==> src/verilog/rf_pkg.sv <==
// Shared widths, register indices and APB register map for the register-file subsystem

package rf_pkg;

    ////////////////////
    // Datapath sizes
    ////////////////////

    localparam int XLEN      = 32;           // Register width
    localparam int WAYS      = 2;            // Issue / retire width
    localparam int REG_IDX_W = 5;            // Architectural index bits
    localparam int NUM_REGS  = 2**REG_IDX_W; // x0 .. x31

    typedef logic [XLEN-1:0]      data_t;     // One register value
    typedef logic [REG_IDX_W-1:0] reg_idx_t;  // Architectural register number
    typedef logic [7:0]           apb_addr_t; // Host port byte address

    // Hard-wired zero register
    localparam reg_idx_t ZERO_REG = '0;

    ////////////////////
    // APB register map
    ////////////////////

    // Bit 0 freezes writeback
    localparam apb_addr_t ADDR_CTRL     = 8'h00;
    // Register selected for debug access
    localparam apb_addr_t ADDR_DBG_IDX  = 8'h04;
    // Read returns selected register, write stores into it
    localparam apb_addr_t ADDR_DBG_DATA = 8'h08;
    // Retired-write count, read only
    localparam apb_addr_t ADDR_WB_COUNT = 8'h0C;

endpackage

==> src/verilog/wb_port.sv <==
// Writeback stage forming register-file writes from completions and host debug writes

module wb_port (
    input  logic                                 wr_clk,
    input  logic                                 rst,
    // Completions, one per way
    input  logic             [rf_pkg::WAYS-1:0] wb_valid,
    output logic                                 wb_ready,
    input  rf_pkg::reg_idx_t [rf_pkg::WAYS-1:0] wb_idx,
    input  rf_pkg::data_t    [rf_pkg::WAYS-1:0] wb_data,
    // Host control
    input  logic                                 freeze,
    input  logic                                 dbg_wr_req,
    input  rf_pkg::reg_idx_t                    dbg_idx,
    input  rf_pkg::data_t                       dbg_wdata,
    output logic                                 dbg_wr_done,
    // Register file write ports
    output logic             [rf_pkg::WAYS-1:0] rf_we,
    output rf_pkg::reg_idx_t [rf_pkg::WAYS-1:0] rf_widx,
    output rf_pkg::data_t    [rf_pkg::WAYS-1:0] rf_wdata,
    // Retired writes to x1..x31
    output rf_pkg::data_t                       wb_count
);

    logic [rf_pkg::WAYS-1:0]                wb_take;    // Accepted this edge
    logic [rf_pkg::WAYS-1:0]                retire;     // Accepted and not x0
    logic [$clog2(rf_pkg::WAYS + 1)-1:0]    retire_num;

    // Stall completions while frozen or while the host owns port 0
    assign wb_ready    = !freeze && !dbg_wr_req;
    // Debug write lands at the edge ending this cycle
    assign dbg_wr_done = dbg_wr_req;

    always_comb begin
        retire_num = '0;
        for (int w = 0; w < rf_pkg::WAYS; w++) begin
            wb_take[w] = wb_valid[w] && wb_ready;
            retire[w]  = wb_take[w] && (wb_idx[w] != rf_pkg::ZERO_REG);
            retire_num = retire_num + retire[w];
        end
    end

    ////////////////////
    // Write port steering
    ////////////////////

    always_comb begin
        rf_we    = wb_take;
        rf_widx  = wb_idx;
        rf_wdata = wb_data;
        if (dbg_wr_req) begin
            // Host write borrows port 0 for one cycle
            rf_we[0]    = 1'b1;
            rf_widx[0]  = dbg_idx;
            rf_wdata[0] = dbg_wdata;
        end
    end

    // Retired write counter
    always_ff @(posedge wr_clk) begin
        if (rst) begin
            wb_count <= '0;
        end else begin
            wb_count <= wb_count + rf_pkg::data_t'(retire_num); // 0, 1 or 2 per edge
        end
    end

endmodule

==> config.mk <==
export PLATFORM = sky130hd
export DESIGN_NAME = wb_port
export DESIGN_NICKNAME = d
export VERILOG_FILES = /design/src/verilog/rf_pkg.sv /design/src/verilog/wb_port.sv
export SDC_FILE = /design/constraint.sdc
export NUM_CORES = 1
export LEC_CHECK = 0
export ABC_AREA = 1
export BUFFER_PORTS_ARGS = -buffer_cell sky130_fd_sc_hd__buf_4
export CORE_AREA = 2 2 87 89
export CTS_CLUSTER_DIAMETER = 120
export DETAILED_ROUTE_END_ITERATION = 16
export DIE_AREA = 0 0 89 91
export PLACE_DENSITY = 0.8
export SYNTH_ARGS = -nofsm -noshare
export SYNTH_HDL_FRONTEND = slang
export SYNTH_SLANG_ARGS = --single-unit
export TNS_END_PERCENT = 5
==> constraint.sdc <==
create_clock -name wr_clk -period 4 [get_ports wr_clk]
set_clock_uncertainty 0.1 [all_clocks]
set_input_delay 1.2 -clock wr_clk [delete_from_list [all_inputs] [get_ports wr_clk]]
set_output_delay 1.2 -clock wr_clk [all_outputs]
set_load 0.01 [all_outputs]
### Word-level counts from Yosys, hierarchy flattened

Cells that the tools add are included.

* memory bits (writable): 0
* latch bits: 0
* memories kept: 0
* bits of input ports: 117
* output and inout bits: 110
* register bits after elaboration: 32
* ROM bits: 0
* logic and storage cells: 15

* $mul: 0
* bitwise gates (word level): 0
* $add $sub $neg: 2
* mux-type cells: 3
* divide/modulo/power cells: 0
* reduce and logical (&&, ||, !) cells: 9
* shifts and indexed selects: 0
* equal/unequal tests: 0
* $lt $le $gt $ge: 0

Operators with widths (count)
* adder 32 x 2 -> 32 bit: 1
* two-way mux 32 bit: 1
* nonzero test 5 bit: 2
* logical AND 1 bit: 5
* two-way mux 5 bit: 1
* adder 1 x 1 -> 2 bit: 1
* logical NOT 1 bit: 2
* two-way mux 1 bit: 1

### Depth between registers and ports, before layout

Gate-level depths: netlist of the first run.

* depth after elaboration: 6
* depth in mapped cells: 13
* depth with buffers taken out: 13

### Worst setup path before layout of the first run

OpenSTA, ideal clock, no wires.

* path type: input -> register
* from: in dbg_wr_req
* to: reg wb_count[20]
* setup slack: 0.587 ns
* library setup time: 0.115 ns
* stages on the path: 13
* arrival time: 3.198 ns
* buffers on the path: 1
* required time: 3.785 ns
* path through: buf_2 > nor3b_1 > o41ai_1 > fa_1 > inv_1 > ha_1 > nand2_1 > nor2_2 > nand2_2 > nor2_4 > nand3_1 > nand2_1 > nor2_1

* cells in the longest elaborated chain, start to end: 6
* elaborated cells between the ends (all ways): 8
* those cells by class: add/sub: 2; reduce/logical: 6

Ends and longest elaborated chain
* from (decl): RTL line wb_port.sv:13 `input logic dbg_wr_req,`
* logical NOT 1 bit: RTL line wb_port.sv:30 `assign wb_ready = !freeze && !dbg_wr_req;`
* logical AND 1 bit: RTL line wb_port.sv:30
* logical AND 1 bit: RTL line wb_port.sv:37 `wb_take[w] = wb_valid[w] && wb_ready;`
* named net rf_we, one bit: RTL line wb_port.sv:18 `output logic [rf_pkg::WAYS-1:0] rf_we,`
* logical AND 1 bit: RTL line wb_port.sv:38 `retire[w] = wb_take[w] && (wb_idx[w] != rf_pkg::ZERO_REG);`
* adder 1 x 1 -> 2 bit: RTL line wb_port.sv:39 `retire_num = retire_num + retire[w];`
* adder 32 x 2 -> 32 bit: RTL line wb_port.sv:64 `wb_count <= wb_count + rf_pkg::data_t'(retire_num);`
* to (signal assigned): RTL line wb_port.sv:64
* to (decl): RTL line wb_port.sv:22 `output rf_pkg::data_t wb_count`

The timed path passes the listed nets, and every way through them passes these cells.
A chain may end at the register's enable or synchronous reset.

==> results of run 1 <==
-- cells in the mapped netlist (all sizes together) --
library cell  number  area share [%]
nand2            181              28
nor2              71              14
buf               42              12
dfxtp             32              26
inv               25             3.8
a21oi             23             4.6
nand3             17             3.4
o21ai             10             2.0
clkbuf             7             1.1
or2                2            0.50
and2               1            0.25
and3               1            0.25
clkinv             1            0.15
fa                 1            0.81
ha                 1            0.50
nor3b              1            0.30
o21a               1            0.30
o21bai             1            0.30
o311ai             1            0.35
o41ai              1            0.35
xor2               1            0.35
-- cell usage in the layout, fill, tap and decap left out --
cell type                  Yosys  routed
sky130_fd_sc_hd__nand2_1     173     173
sky130_fd_sc_hd__buf_4        38     164
sky130_fd_sc_hd__nor2_1       58      58
sky130_fd_sc_hd__dfxtp_1      32      32
sky130_fd_sc_hd__inv_1        25      25
sky130_fd_sc_hd__a21oi_1      23      23
sky130_fd_sc_hd__nand3_1      17      17
sky130_fd_sc_hd__o21ai_0      10      10
sky130_fd_sc_hd__nor2_4        8       8
sky130_fd_sc_hd__nand2_2       7       7
sky130_fd_sc_hd__clkbuf_8      0       5
sky130_fd_sc_hd__nor2_2        4       4
sky130_fd_sc_hd__o311ai_0      1       1
sky130_fd_sc_hd__nor3b_1       1       1
sky130_fd_sc_hd__or2_2         1       1
sky130_fd_sc_hd__o41ai_1       1       1
sky130_fd_sc_hd__clkinv_1      1       1
sky130_fd_sc_hd__nand2_4       1       1
sky130_fd_sc_hd__or2_1         1       1
sky130_fd_sc_hd__and2_1        1       1
sky130_fd_sc_hd__xor2_1        1       1
sky130_fd_sc_hd__o21a_1        1       1
sky130_fd_sc_hd__nor2_8        1       1
sky130_fd_sc_hd__o21bai_1      1       1
sky130_fd_sc_hd__and3_1        1       1
sky130_fd_sc_hd__fa_1          1       1
sky130_fd_sc_hd__ha_1          1       1
sky130_fd_sc_hd__clkbuf_1      7       1
sky130_fd_sc_hd__clkinv_2      0       1
-- power breakdown --
part	internal (W)	switching (W)
combinational	0.000114	0.0000890
sequential	0.000320	0.00000107
clock	0.000118	0.000117
total	0.000552	0.000207
-- stage by stage --
stage | setup slack, ns | cells | instance area, um^2
6_report | 0.6284 | 642 | 3585
5_1_grt | 0.5014 | 642 | 3585
4_1_cts | 0.6230 | 642 | 3585
3_5_place_dp | 0.4697 | 635 | 3507
3_3_place_gp | 0.5870 | 635 | 3507
2_1_floorplan | 0.5872 | 421 | 2484
-- critical path: cells and delay by family --
kind / cells / cell delay, ns
and+or+nand+nor: 2 / 0.18
buffers and inverters: 4 / 0.67
-- worst paths after layout --
kind / to
max reg2reg: wb_count[24]$_SDFF_PP0_
min: wb_count[13]$_SDFF_PP0_
min reg2reg: wb_count[13]$_SDFF_PP0_
max: rf_wdata[20]
-- metal layers --
metal / global-route usage, % / vias up / share of wire, %
met1: 22.88 / 1277 / 41
met3: 5.455 / 33 / 8.1
li1: - / 1502 / -
met2: 33.83 / 123 / 48
met5: 0 / - / 0
met4: 8.209 / 0 / 3.4
-- layout make-up --
| class | count | area (um^2) |
|---|---|---|
| repair buffers | 164 | 1231 |
| flip-flops and latches | 32 | 640.6 |
| fillers | 715 | 3552 |
| multi-input cells | 314 | 1414 |
| clock inverters | 1 | 5.005 |
| well taps | 99 | 123.9 |
| clock buffers | 6 | 72.57 |
| inverters | 26 | 97.59 |
-- logic make-up (layout without fill, tap and decap cells) --
group	Yosys count	in the layout	share of synthesized area, %
and+or+nand+nor	274	274	47.31
buffers and inverters	75	197	17.28
AOI/OAI and AO/OA	37	37	7.960
DFF	32	32	25.79
adders and majority gates	2	2	1.310
xor gates and xnor gates	1	1	0.3527
==> impl_metrics.csv, run 1 <==
group,metric,value,unit
status,run_status,"finished, final reports clean",
power_and_ir_drop,power_density_normalized_to_cell_area,211.9,nW/um^2
sta,timing.max_slew.rel_slack,50.17,%
route,number_of_vias_per_cell,4.572,
power_and_ir_drop,vdd.ir_drop.worst,210.5,uV
clock_network,numClockSinks,32,
clock_network,htree_levels,2,
final_layout,layout_top_registers,"wb_count (32)",
floorplan,die_w,89,um
grt,grt_start_max_net_pins,36,
power_and_ir_drop,leakage,1.794,nW
critical_path,timing.reg2reg.setup_slack,1.90,ns
critical_path,critPathKind,"input pin to output port",
floorplan,floorplan_die_height,91,um
sta,final_min_period_over_clock_period,84.29,%
sta,finalMaxSlewViolations,0,
sta,timing_worst_slew_pin_value,0.7467,ns
synthesis,synth_nets,540,
grt,antenna_found_initial,0,
floorplan,floorplan.core_area,7137,um^2
floorplan,placementRows,31,
floorplan,dieArea,8099,um^2
route,drt-total-wl,8311,um
route,drt_pre_antenna_iters,4,
clock_network,cts_hold_repair.buffers,0,
clock_network,tritoncts,"built",
clock_network,clockBufferDepth,2,
final_layout,layout.nets,662,
clock_network,post_cts_resize_count,0,
route,drc,0,
min_path,worstHoldPathType,"flop to flop",
floorplan,count_of_pins_on_the_block_boundary,227,
critical_path,cp_max_fo,35,
critical_path,arrival,2.07,ns
final_layout,antenna-diode-count,0,
route,drtAntennaViolNets,0,
final_layout,layout_cells_sized_above_1,35.36,%
synthesis,synth_area_per_cell,5.899,um^2
grt,total_global_routing_overflow,0,
final_layout,layout.core_utilization,50.23,%
route,average_routed_wire_per_standard_cell,12.95,um
critical_path,cp_common_cell,"sky130_fd_sc_hd__buf_4",
clock_network,path_clk_slew,0.06,ns
critical_path,cp-end-kind,"output port",
sta,setup_viol_count_final,0,
final_layout,area.growth.synth_to_final,44.33,%
placed_design,place.gp.congestion,0.8587,
critical_path,critical_path.max_stage_delay,0.31,ns
job,maxCapViolCount,0,
sta,timing_hold_violations_final,0,
synthesis,post_synth_num_cell_types,28,
sta,rsz0062_at_grt,"no",
critical_path,critPathRequiredTime,2.70,ns
clock_network,clk_root_buffer_cell,"sky130_fd_sc_hd__clkbuf_8",
power_and_ir_drop,power,0.0007594,W
route,vias,2935,
sta,setup_tns,0,ns
placed_design,total_of_buffers_placed_on_input_and_output_ports,162,
critical_path,worstSetupStartpointType,"input pin",
route,drt_iter0_markers,110,
critical_path,timing.reg2reg.worst_path_depth,11,
grt,first_global_vias,2794,
critical_path,critical_path.cell_chain,"buf_4 -> clkinv_1 -> buf_4 -> nand2_1 -> nand2_1 -> buf_4",
clock_network,insertion_delay,0.29,ns
sta,whs,0.4193,ns
clock_network,postCtsSetupRepairBufs,0,
synthesis,ys_seq_area_share,25.79,%
synthesis,ys_warn_count,0,
min_path,worst_hold_path_startpoint,"wb_count[13]$_SDFF_PP0_",
clock_network,tritoncts.num_buffers,5,
sta,clock.fmax,296.6,MHz
final_layout,largest_register,"wb_count",
synthesis,yosys_register_bits,32,
placed_design,place.detailed.hpwl,6764,um
synthesis,synth_area,2484,um^2
floorplan,start_util,34.80,%
final_layout,largest_register_ff_count,32,
sta,period_minus_slack,3.372,ns
critical_path,worst_r2r_startpoint,"wb_count[0]$_SDFF_PP0_",
critical_path,critPathSlowestCell,"sky130_fd_sc_hd__buf_4",
grt,grt_pass1_wl,12770,um
min_path,hold-path-cell-count,1,
critical_path,critPathLaunch,"dbg_wr_req",
grt,grt_use_total,19.83,%
synthesis,synthesis.instances,421,
No activity file was read; power rests on OpenSTA's default activity.
==> run 2, diff against run 1 <==
Settings changed: ABC_AREA 1 to 0, CORE_AREA 2 2 87 89 to 2 2 89 91, DIE_AREA 0 0 89 91 to 0 0 91 93, PLACE_DENSITY 0.8 to 0.77.
Clock period 4 ns to 2.8 ns, I/O delays scaled along.
==> impl_metrics.csv, run 2 <==
group,metric,value,unit
floorplan,die_w,91,um
sta,rsz0062_at_grt,"yes",
power_and_ir_drop,sequentialPowerShare,42.6,%
final_layout,layout.core_utilization,47.39,%
critical_path,critPathRequiredTime,2.91,ns
floorplan,count_of_pins_on_the_block_boundary,227,
clock_network,tritoncts,"built",
power_and_ir_drop,power_density_normalized_to_cell_area,302.9,nW/um^2
final_layout,layout_top_registers,"wb_count (32)",
synthesis,yosys_register_bits,32,
synthesis,synth.cells.most_frequent,"38 x sky130_fd_sc_hd__buf_4, 37 x sky130_fd_sc_hd__mux2_2, 32 x sky130_fd_sc_hd__dfxtp_1, 17 x sky130_fd_sc_hd__a21oi_1, 15 x sky130_fd_sc_hd__nor2_1",
floorplan,floorplan.core_area,7527,um^2
critical_path,path_delay_family,"simple AND/OR/NAND/NOR gates",
grt,grt_pass1_wl,12700,um
power_and_ir_drop,vdd.ir_drop.worst,141.2,uV
route,drtAntennaViolNets,0,
placed_design,place.gp.congestion,0.8223,
grt,antenna_found_initial,0,
sta,period_minus_slack,2.954,ns
sta,timing_worst_slew_pin_value,0.7795,ns
critical_path,critical_path.cell_chain,"buf_8 -> nor2_4 -> and2_4 -> o21ai_2 -> fa_2 -> inv_2 -> ha_4 -> nand4_1 -> buf_4 -> or4_4 -> or3_1 -> a21oi_1",
placed_design,place.detailed.hpwl,6916,um
final_layout,largest_register_ff_count,32,
synthesis,synth_area,2263,um^2
synthesis,synth_flop_cell,"sky130_fd_sc_hd__dfxtp_1",
grt,grt_use_total,19.04,%
grt,first_global_vias,2361,
clock_network,htree_levels,2,
min_path,worstHoldPathType,"flop to flop",
final_layout,area.growth.synth_to_final,57.60,%
power_and_ir_drop,power.net_switching,0.0002699,W
critical_path,timing.reg2reg.worst_path_depth,9,
placed_design,placedCellCount,480,
critical_path,critical_path.max_stage_delay,0.46,ns
final_layout,layout.cells.non_filler,497,
synthesis,yosysTopAreaCellShare,28.30,%
route,drt-total-wl,8377,um
critical_path,cp_num_buf_inv,3,
sta,setup_viol_count_final,38,
critical_path,critPathKind,"input pin to flop",
synthesis,synth_area_per_cell,8.773,um^2
clock_network,tritoncts.num_buffers,5,
status,run_status,"finished, violations left",
final_layout,layout_cells_sized_above_1,60.00,%
route,average_routed_wire_per_standard_cell,16.86,um
floorplan,start_util,30.07,%
floorplan,dieArea,8463,um^2
critical_path,cp-end-kind,"flop",
critical_path,worstSetupStartpointType,"input pin",
synthesis,post_synth_num_cell_types,37,
sta,final_min_period_over_clock_period,105.5,%
sta,final.setup.worst_slack,-0.1545,ns
synthesis,ys_warn_count,0,
synthesis,synth.area.top_cells,"sky130_fd_sc_hd__dfxtp_1 28%, sky130_fd_sc_hd__mux2_2 18%, sky130_fd_sc_hd__buf_4 13%",
critical_path,critPathSlowestCell,"sky130_fd_sc_hd__or4_4",
clock_network,path_clk_slew,0.06,ns
route,vias,2455,
final_layout,top_library_cells_by_usage_in_the_layout_fill_and_taps_aside,"174 x sky130_fd_sc_hd__buf_4, 37 x sky130_fd_sc_hd__mux2_2, 32 x sky130_fd_sc_hd__dfxtp_1, 17 x sky130_fd_sc_hd__a21oi_1, 14 x sky130_fd_sc_hd__nor2_1",
sta,timing_hold_violations_final,0,
synthesis,synthesis.instances,258,
placed_design,pre_cts_ws,-0.5296,ns
floorplan,floorplan_die_height,93,um
final_layout,largest_register,"wb_count",
status,failing_checks,"negative setup slack",
job,maxCapViolCount,0,
grt,grt_start_max_net_pins,40,
critical_path,timing.reg2reg.setup_slack,0.39,ns
final_layout,most_common_cell_after_layout_fill_and_taps_aside,"sky130_fd_sc_hd__buf_4",
clock_network,clk_root_buffer_cell,"sky130_fd_sc_hd__clkbuf_8",
sta,finalMaxSlewViolations,0,
sta,timing.max_slew.rel_slack,47.55,%
power_and_ir_drop,switching_power_as_a_share_of_total_power,24.99,%
route,number_of_vias_per_cell,4.940,
power_and_ir_drop,comb_power_share,27.2,%
synthesis,yosysMostFrequentCell,"sky130_fd_sc_hd__buf_4",
clock_network,clockBufferDepth,2,
sta,whs,0.3972,ns
route,drt_iter0_markers,118,
min_path,hold-path-cell-count,2,
floorplan,placementRows,32,
critical_path,arrival,3.06,ns
final_layout,antenna-diode-count,0,
sta,clock.fmax,338.5,MHz
synthesis,postSynth.asyncResetShare,0,%
critical_path,timing.critical_path.depth,12,
clock_network,cts_hold_repair.buffers,0,
power_and_ir_drop,power,0.001080,W
route,drt_pre_antenna_iters,4,
power_and_ir_drop,leakage,1.529,nW
power_and_ir_drop,intPower,0.0008104,W
critical_path,cp_max_fo,6,
power_and_ir_drop,clock_power_share,30.2,%
clock_network,insertion_delay,0.28,ns
synthesis,yosysTopAreaCell,"sky130_fd_sc_hd__dfxtp_1",
clock_network,numClockSinks,32,
route,drc,0,
synthesis,ys_seq_area_share,28.30,%
final_layout,layout.nets,514,
grt,total_global_routing_overflow,0,
synthesis,count_of_flip_flops_with_a_built_in_enable_after_synthesis,0,
synthesis,synth_nets,377,
placed_design,total_of_buffers_placed_on_input_and_output_ports,162,
-- run 2: layout make-up --
class | count | area (um^2)
clock buffers | 6 | 72.57
inverters | 9 | 33.78
well taps | 102 | 127.6
multi-input cells | 169 | 1333
flip-flops and latches | 32 | 640.6
repair buffers | 178 | 1355
fillers | 762 | 3960
clock inverters | 1 | 5.005
-- run 2: what timing repair did --
item | 4_1_cts | 5_1_grt
pin swaps | 5 | 2
gates cloned | 1 | 0
setup endpoints to repair | 58 | 58
gates resized for setup | 9 | 4
setup buffers | 6 | 3
-- run 2: per-stage QoR --
stage / TNS [ns] / cell area (um^2)
after floorplan: -6.408 / 2298
after global placement: -8.586 / 3351
after detailed placement: -10.57 / 3351
after CTS: -1.192 / 3521
after global routing: -4.866 / 3567
final: -1.060 / 3567
-- run 2: path summary, 6_finish.rpt --
path	to	from
setup / recovery	wb_count[22]$_SDFF_PP0_	dbg_wr_req
hold / removal	wb_count[24]$_SDFF_PP0_	wb_count[24]$_SDFF_PP0_
setup reg to reg	wb_count[22]$_SDFF_PP0_	wb_count[0]$_SDFF_PP0_
hold reg to reg	wb_count[24]$_SDFF_PP0_	wb_count[24]$_SDFF_PP0_
-- run 2: cells by family (layout without fill, tap and decap cells) --
| group | after synthesis | after routing | synth area share [%] |
|---|---|---|---|
| compound gates | 37 | 37 | 10.06 |
| xor+xnor | 13 | 13 | 5.030 |
| fa+ha+maj | 2 | 2 | 1.437 |
| buf+inv | 58 | 194 | 16.25 |
| flops | 32 | 32 | 28.30 |
| mux | 37 | 37 | 18.41 |
| simple gates | 79 | 80 | 20.51 |
-- run 2: power by group through the flow --
| stage | registers [W] | logic, W | clock network (W) |
|---|---|---|---|
| floorplan | 0.000471 | 0.000155 | 0 |
| global placement | 0.000470 | 0.000287 | 0 |
| detailed placement | 0.000470 | 0.000291 | 0 |
| global route | 0.000460 | 0.000314 | 0.000358 |
| CTS | 0.000460 | 0.000296 | 0.000339 |
| finish | 0.000460 | 0.000294 | 0.000327 |
-- run 2: routing by layer --
layer	share of wire (%)	wire [um]	global-route usage (%)	vias up
li1	-	-	-	1172
met1	39	3292	23.73	1135
met2	49	4131	31.48	143
met3	11	921	8.541	5
met4	0.37	31	1.894	0
met5	0	0	0	-
-- run 2: worst min-delay path, cell delays in order, from the launching register on --
cell	delay (ns)
sky130_fd_sc_hd__dfxtp_1	0.33
sky130_fd_sc_hd__o31ai_1	0.07
sky130_fd_sc_hd__a21oi_1	0.05
==> run 3, diff against run 2 <==
Settings changed: ABC_AREA 0 to 1, CORE_AREA 2 2 89 91 to unset, CORE_UTILIZATION set to 34, DIE_AREA 0 0 91 93 to unset, PLACE_DENSITY 0.77 to 0.81.
==> impl_metrics.csv, run 3 (synthesis results as in run 1) <==
group,metric,value,unit
status,run_status,"finished, final reports clean",
final_layout,most_common_cell_after_layout_fill_and_taps_aside,"sky130_fd_sc_hd__nand2_1",
critical_path,critPathRequiredTime,1.86,ns
grt,antenna_found_initial,0,
route,m1WireLength,3398,um
sta,finalMaxSlewViolations,0,
critical_path,critPathSlowestCell,"sky130_fd_sc_hd__buf_4",
final_layout,top_library_cells_by_usage_in_the_layout_fill_and_taps_aside,"173 x sky130_fd_sc_hd__nand2_1, 170 x sky130_fd_sc_hd__buf_4, 57 x sky130_fd_sc_hd__nor2_1, 32 x sky130_fd_sc_hd__dfxtp_1, 25 x sky130_fd_sc_hd__inv_1",
route,routed.top_layer,"met4",
placed_design,placedCellCount,640,
sta,rsz0062_at_grt,"yes",
final_layout,layout.cells.non_filler,647,
critical_path,timing.reg2reg.setup_slack,0.77,ns
final_layout,area.growth.synth_to_final,48.56,%
floorplan,floorplan.core_area,6907,um^2
min_path,worstHoldPathType,"flop to flop",
sta,setup_viol_count_final,0,
clock_network,path_clk_slew,0.06,ns
route,drc,0,
clock_network,htree_levels,2,
placed_design,place.detailed.hpwl,7313,um
clock_network,insertion_delay,0.29,ns
final_layout,final_area,3690,um^2
critical_path,arrival,1.78,ns
grt,grt_start_max_net_pins,42,
clock_network,clk_root_buffer_cell,"sky130_fd_sc_hd__clkbuf_8",
critical_path,critPathKind,"input pin to output port",
final_layout,layout_top_registers,"wb_count (32)",
final_layout,antenna-diode-count,0,
floorplan,dieArea,7651,um^2
sta,timing_hold_violations_final,0,
clock_network,postCtsSetupRepairBufs,0,
route,detailroute.wirelength.met3,892,um
route,vias,3052,
route,drt_pre_antenna_iters,4,
critical_path,worstSetupStartpointType,"input pin",
route,drt_iter0_markers,177,
power_and_ir_drop,power_density_normalized_to_cell_area,298.7,nW/um^2
placed_design,place.gp.congestion,0.8731,
final_layout,largest_register,"wb_count",
floorplan,die_w,87.47,um
final_layout,num-fill-cells,706,
sta,final_min_period_over_clock_period,97.20,%
final_layout,layout_cells_sized_above_1,37.02,%
clock_network,tritoncts,"built",
final_layout,final-seq-area,640.6,um^2
critical_path,cp_common_cell,"sky130_fd_sc_hd__buf_4",
critical_path,path_delay_family,"buffers and inverters",
sta,timing_worst_slew_pin_value,0.4972,ns
floorplan,floorplan_die_height,87.47,um
route,drt-total-wl,8782,um
clock_network,numClockSinks,32,
grt,grt_use_total,22.14,%
critical_path,cp_num_buf_inv,5,
power_and_ir_drop,leakage,1.850,nW
critical_path,critical_path.cell_chain,"buf_4 -> buf_4 -> clkinv_1 -> buf_4 -> nand2_1 -> nand2_1 -> buf_4",
clock_network,clockBufferDepth,2,
grt,first_global_vias,2709,
route,routed-wl-met2,4278,um
floorplan,count_of_pins_on_the_block_boundary,227,
final_layout,multiInputGateArea,1438,um^2
route,drtAntennaViolNets,0,
critical_path,cp_max_fo,35,
sta,clock.fmax,367.4,MHz
clock_network,tritoncts.num_buffers,5,
sta,timing.max_slew.rel_slack,66.81,%
power_and_ir_drop,vdd.ir_drop.worst,205.4,uV
floorplan,placementRows,30,
critical_path,cp-end-kind,"output port",
placed_design,total_of_buffers_placed_on_input_and_output_ports,162,
final_layout,largest_register_ff_count,32,
grt,grt_pass1_wl,13050,um
final_layout,layout.nets,670,
grt,total_global_routing_overflow,0,
sta,period_minus_slack,2.722,ns
route,number_of_vias_per_cell,4.717,
critical_path,critical_path.max_stage_delay,0.32,ns
placed_design,dpl_cell_area,3605,um^2
floorplan,start_util,35.96,%
route,average_routed_wire_per_standard_cell,13.57,um
sta,setup_tns,0,ns
job,maxCapViolCount,0,
-- run 3: what timing repair did --
action,CTS,global route
hold endpoints to repair,0,0
hold buffers,0,0
gates resized for setup,0,1
endpoints found under the setup margin,0,5
-- run 3: per-layer routing --
layer / GRT usage (%) / vias to the layer above
met2: 36.86 / 133
li1: - / 1516
met1: 26.35 / 1376
met5: 0 / -
met4: 8.048 / 0
met3: 7.488 / 27
-- run 3: layout make-up --
cell class,instances,area share [%]
timing repair buffer,172,35.67
multi-input combinational,314,38.96
inverter,26,2.645
tap,96,3.255
sequential,32,17.36
clock buffer,6,1.967
clock inverter,1,0.1356
-- run 3: final timing paths --
| check | start | to | cells past startpoint |
|---|---|---|---|
| hold reg to reg | wb_count[31]$_SDFF_PP0_ | wb_count[31]$_SDFF_PP0_ | 2 |
| setup reg to reg | wb_count[0]$_SDFF_PP0_ | wb_count[22]$_SDFF_PP0_ | 11 |
| hold / removal | wb_count[31]$_SDFF_PP0_ | wb_count[31]$_SDFF_PP0_ | 2 |
| setup / recovery | dbg_wr_req | rf_wdata[30] | 7 |
-- run 3: tightest hold or removal path, cell delays in order, from the launching register on --
cell and delay [ns]:
sky130_fd_sc_hd__dfxtp_1 0.34, sky130_fd_sc_hd__a21oi_1 0.05, sky130_fd_sc_hd__nor2_1 0.09
-- run 3: power by group --
part           internal, W  switching (W)  leakage, nW  total, W
sequential        0.000458     0.00000185        0.258  0.000459
combinational     0.000172       0.000132         1.55  0.000303
clock             0.000169       0.000171       0.0410  0.000339
-- run 3: per-stage QoR --
stage               util [%]  setup WS [ns]  total power, W  hold slack [ns]
CTS                    53.32        0.06342        0.001105           0.4167
global route           53.42       -0.02287        0.001152           0.4605
floorplan                  -       0.004060       0.0006287           0.3956
finish                 53.42        0.07845        0.001102           0.4119
global placement       52.19       -0.08254       0.0007680           0.3935
detailed placement     52.19        -0.1687       0.0007728           0.4014
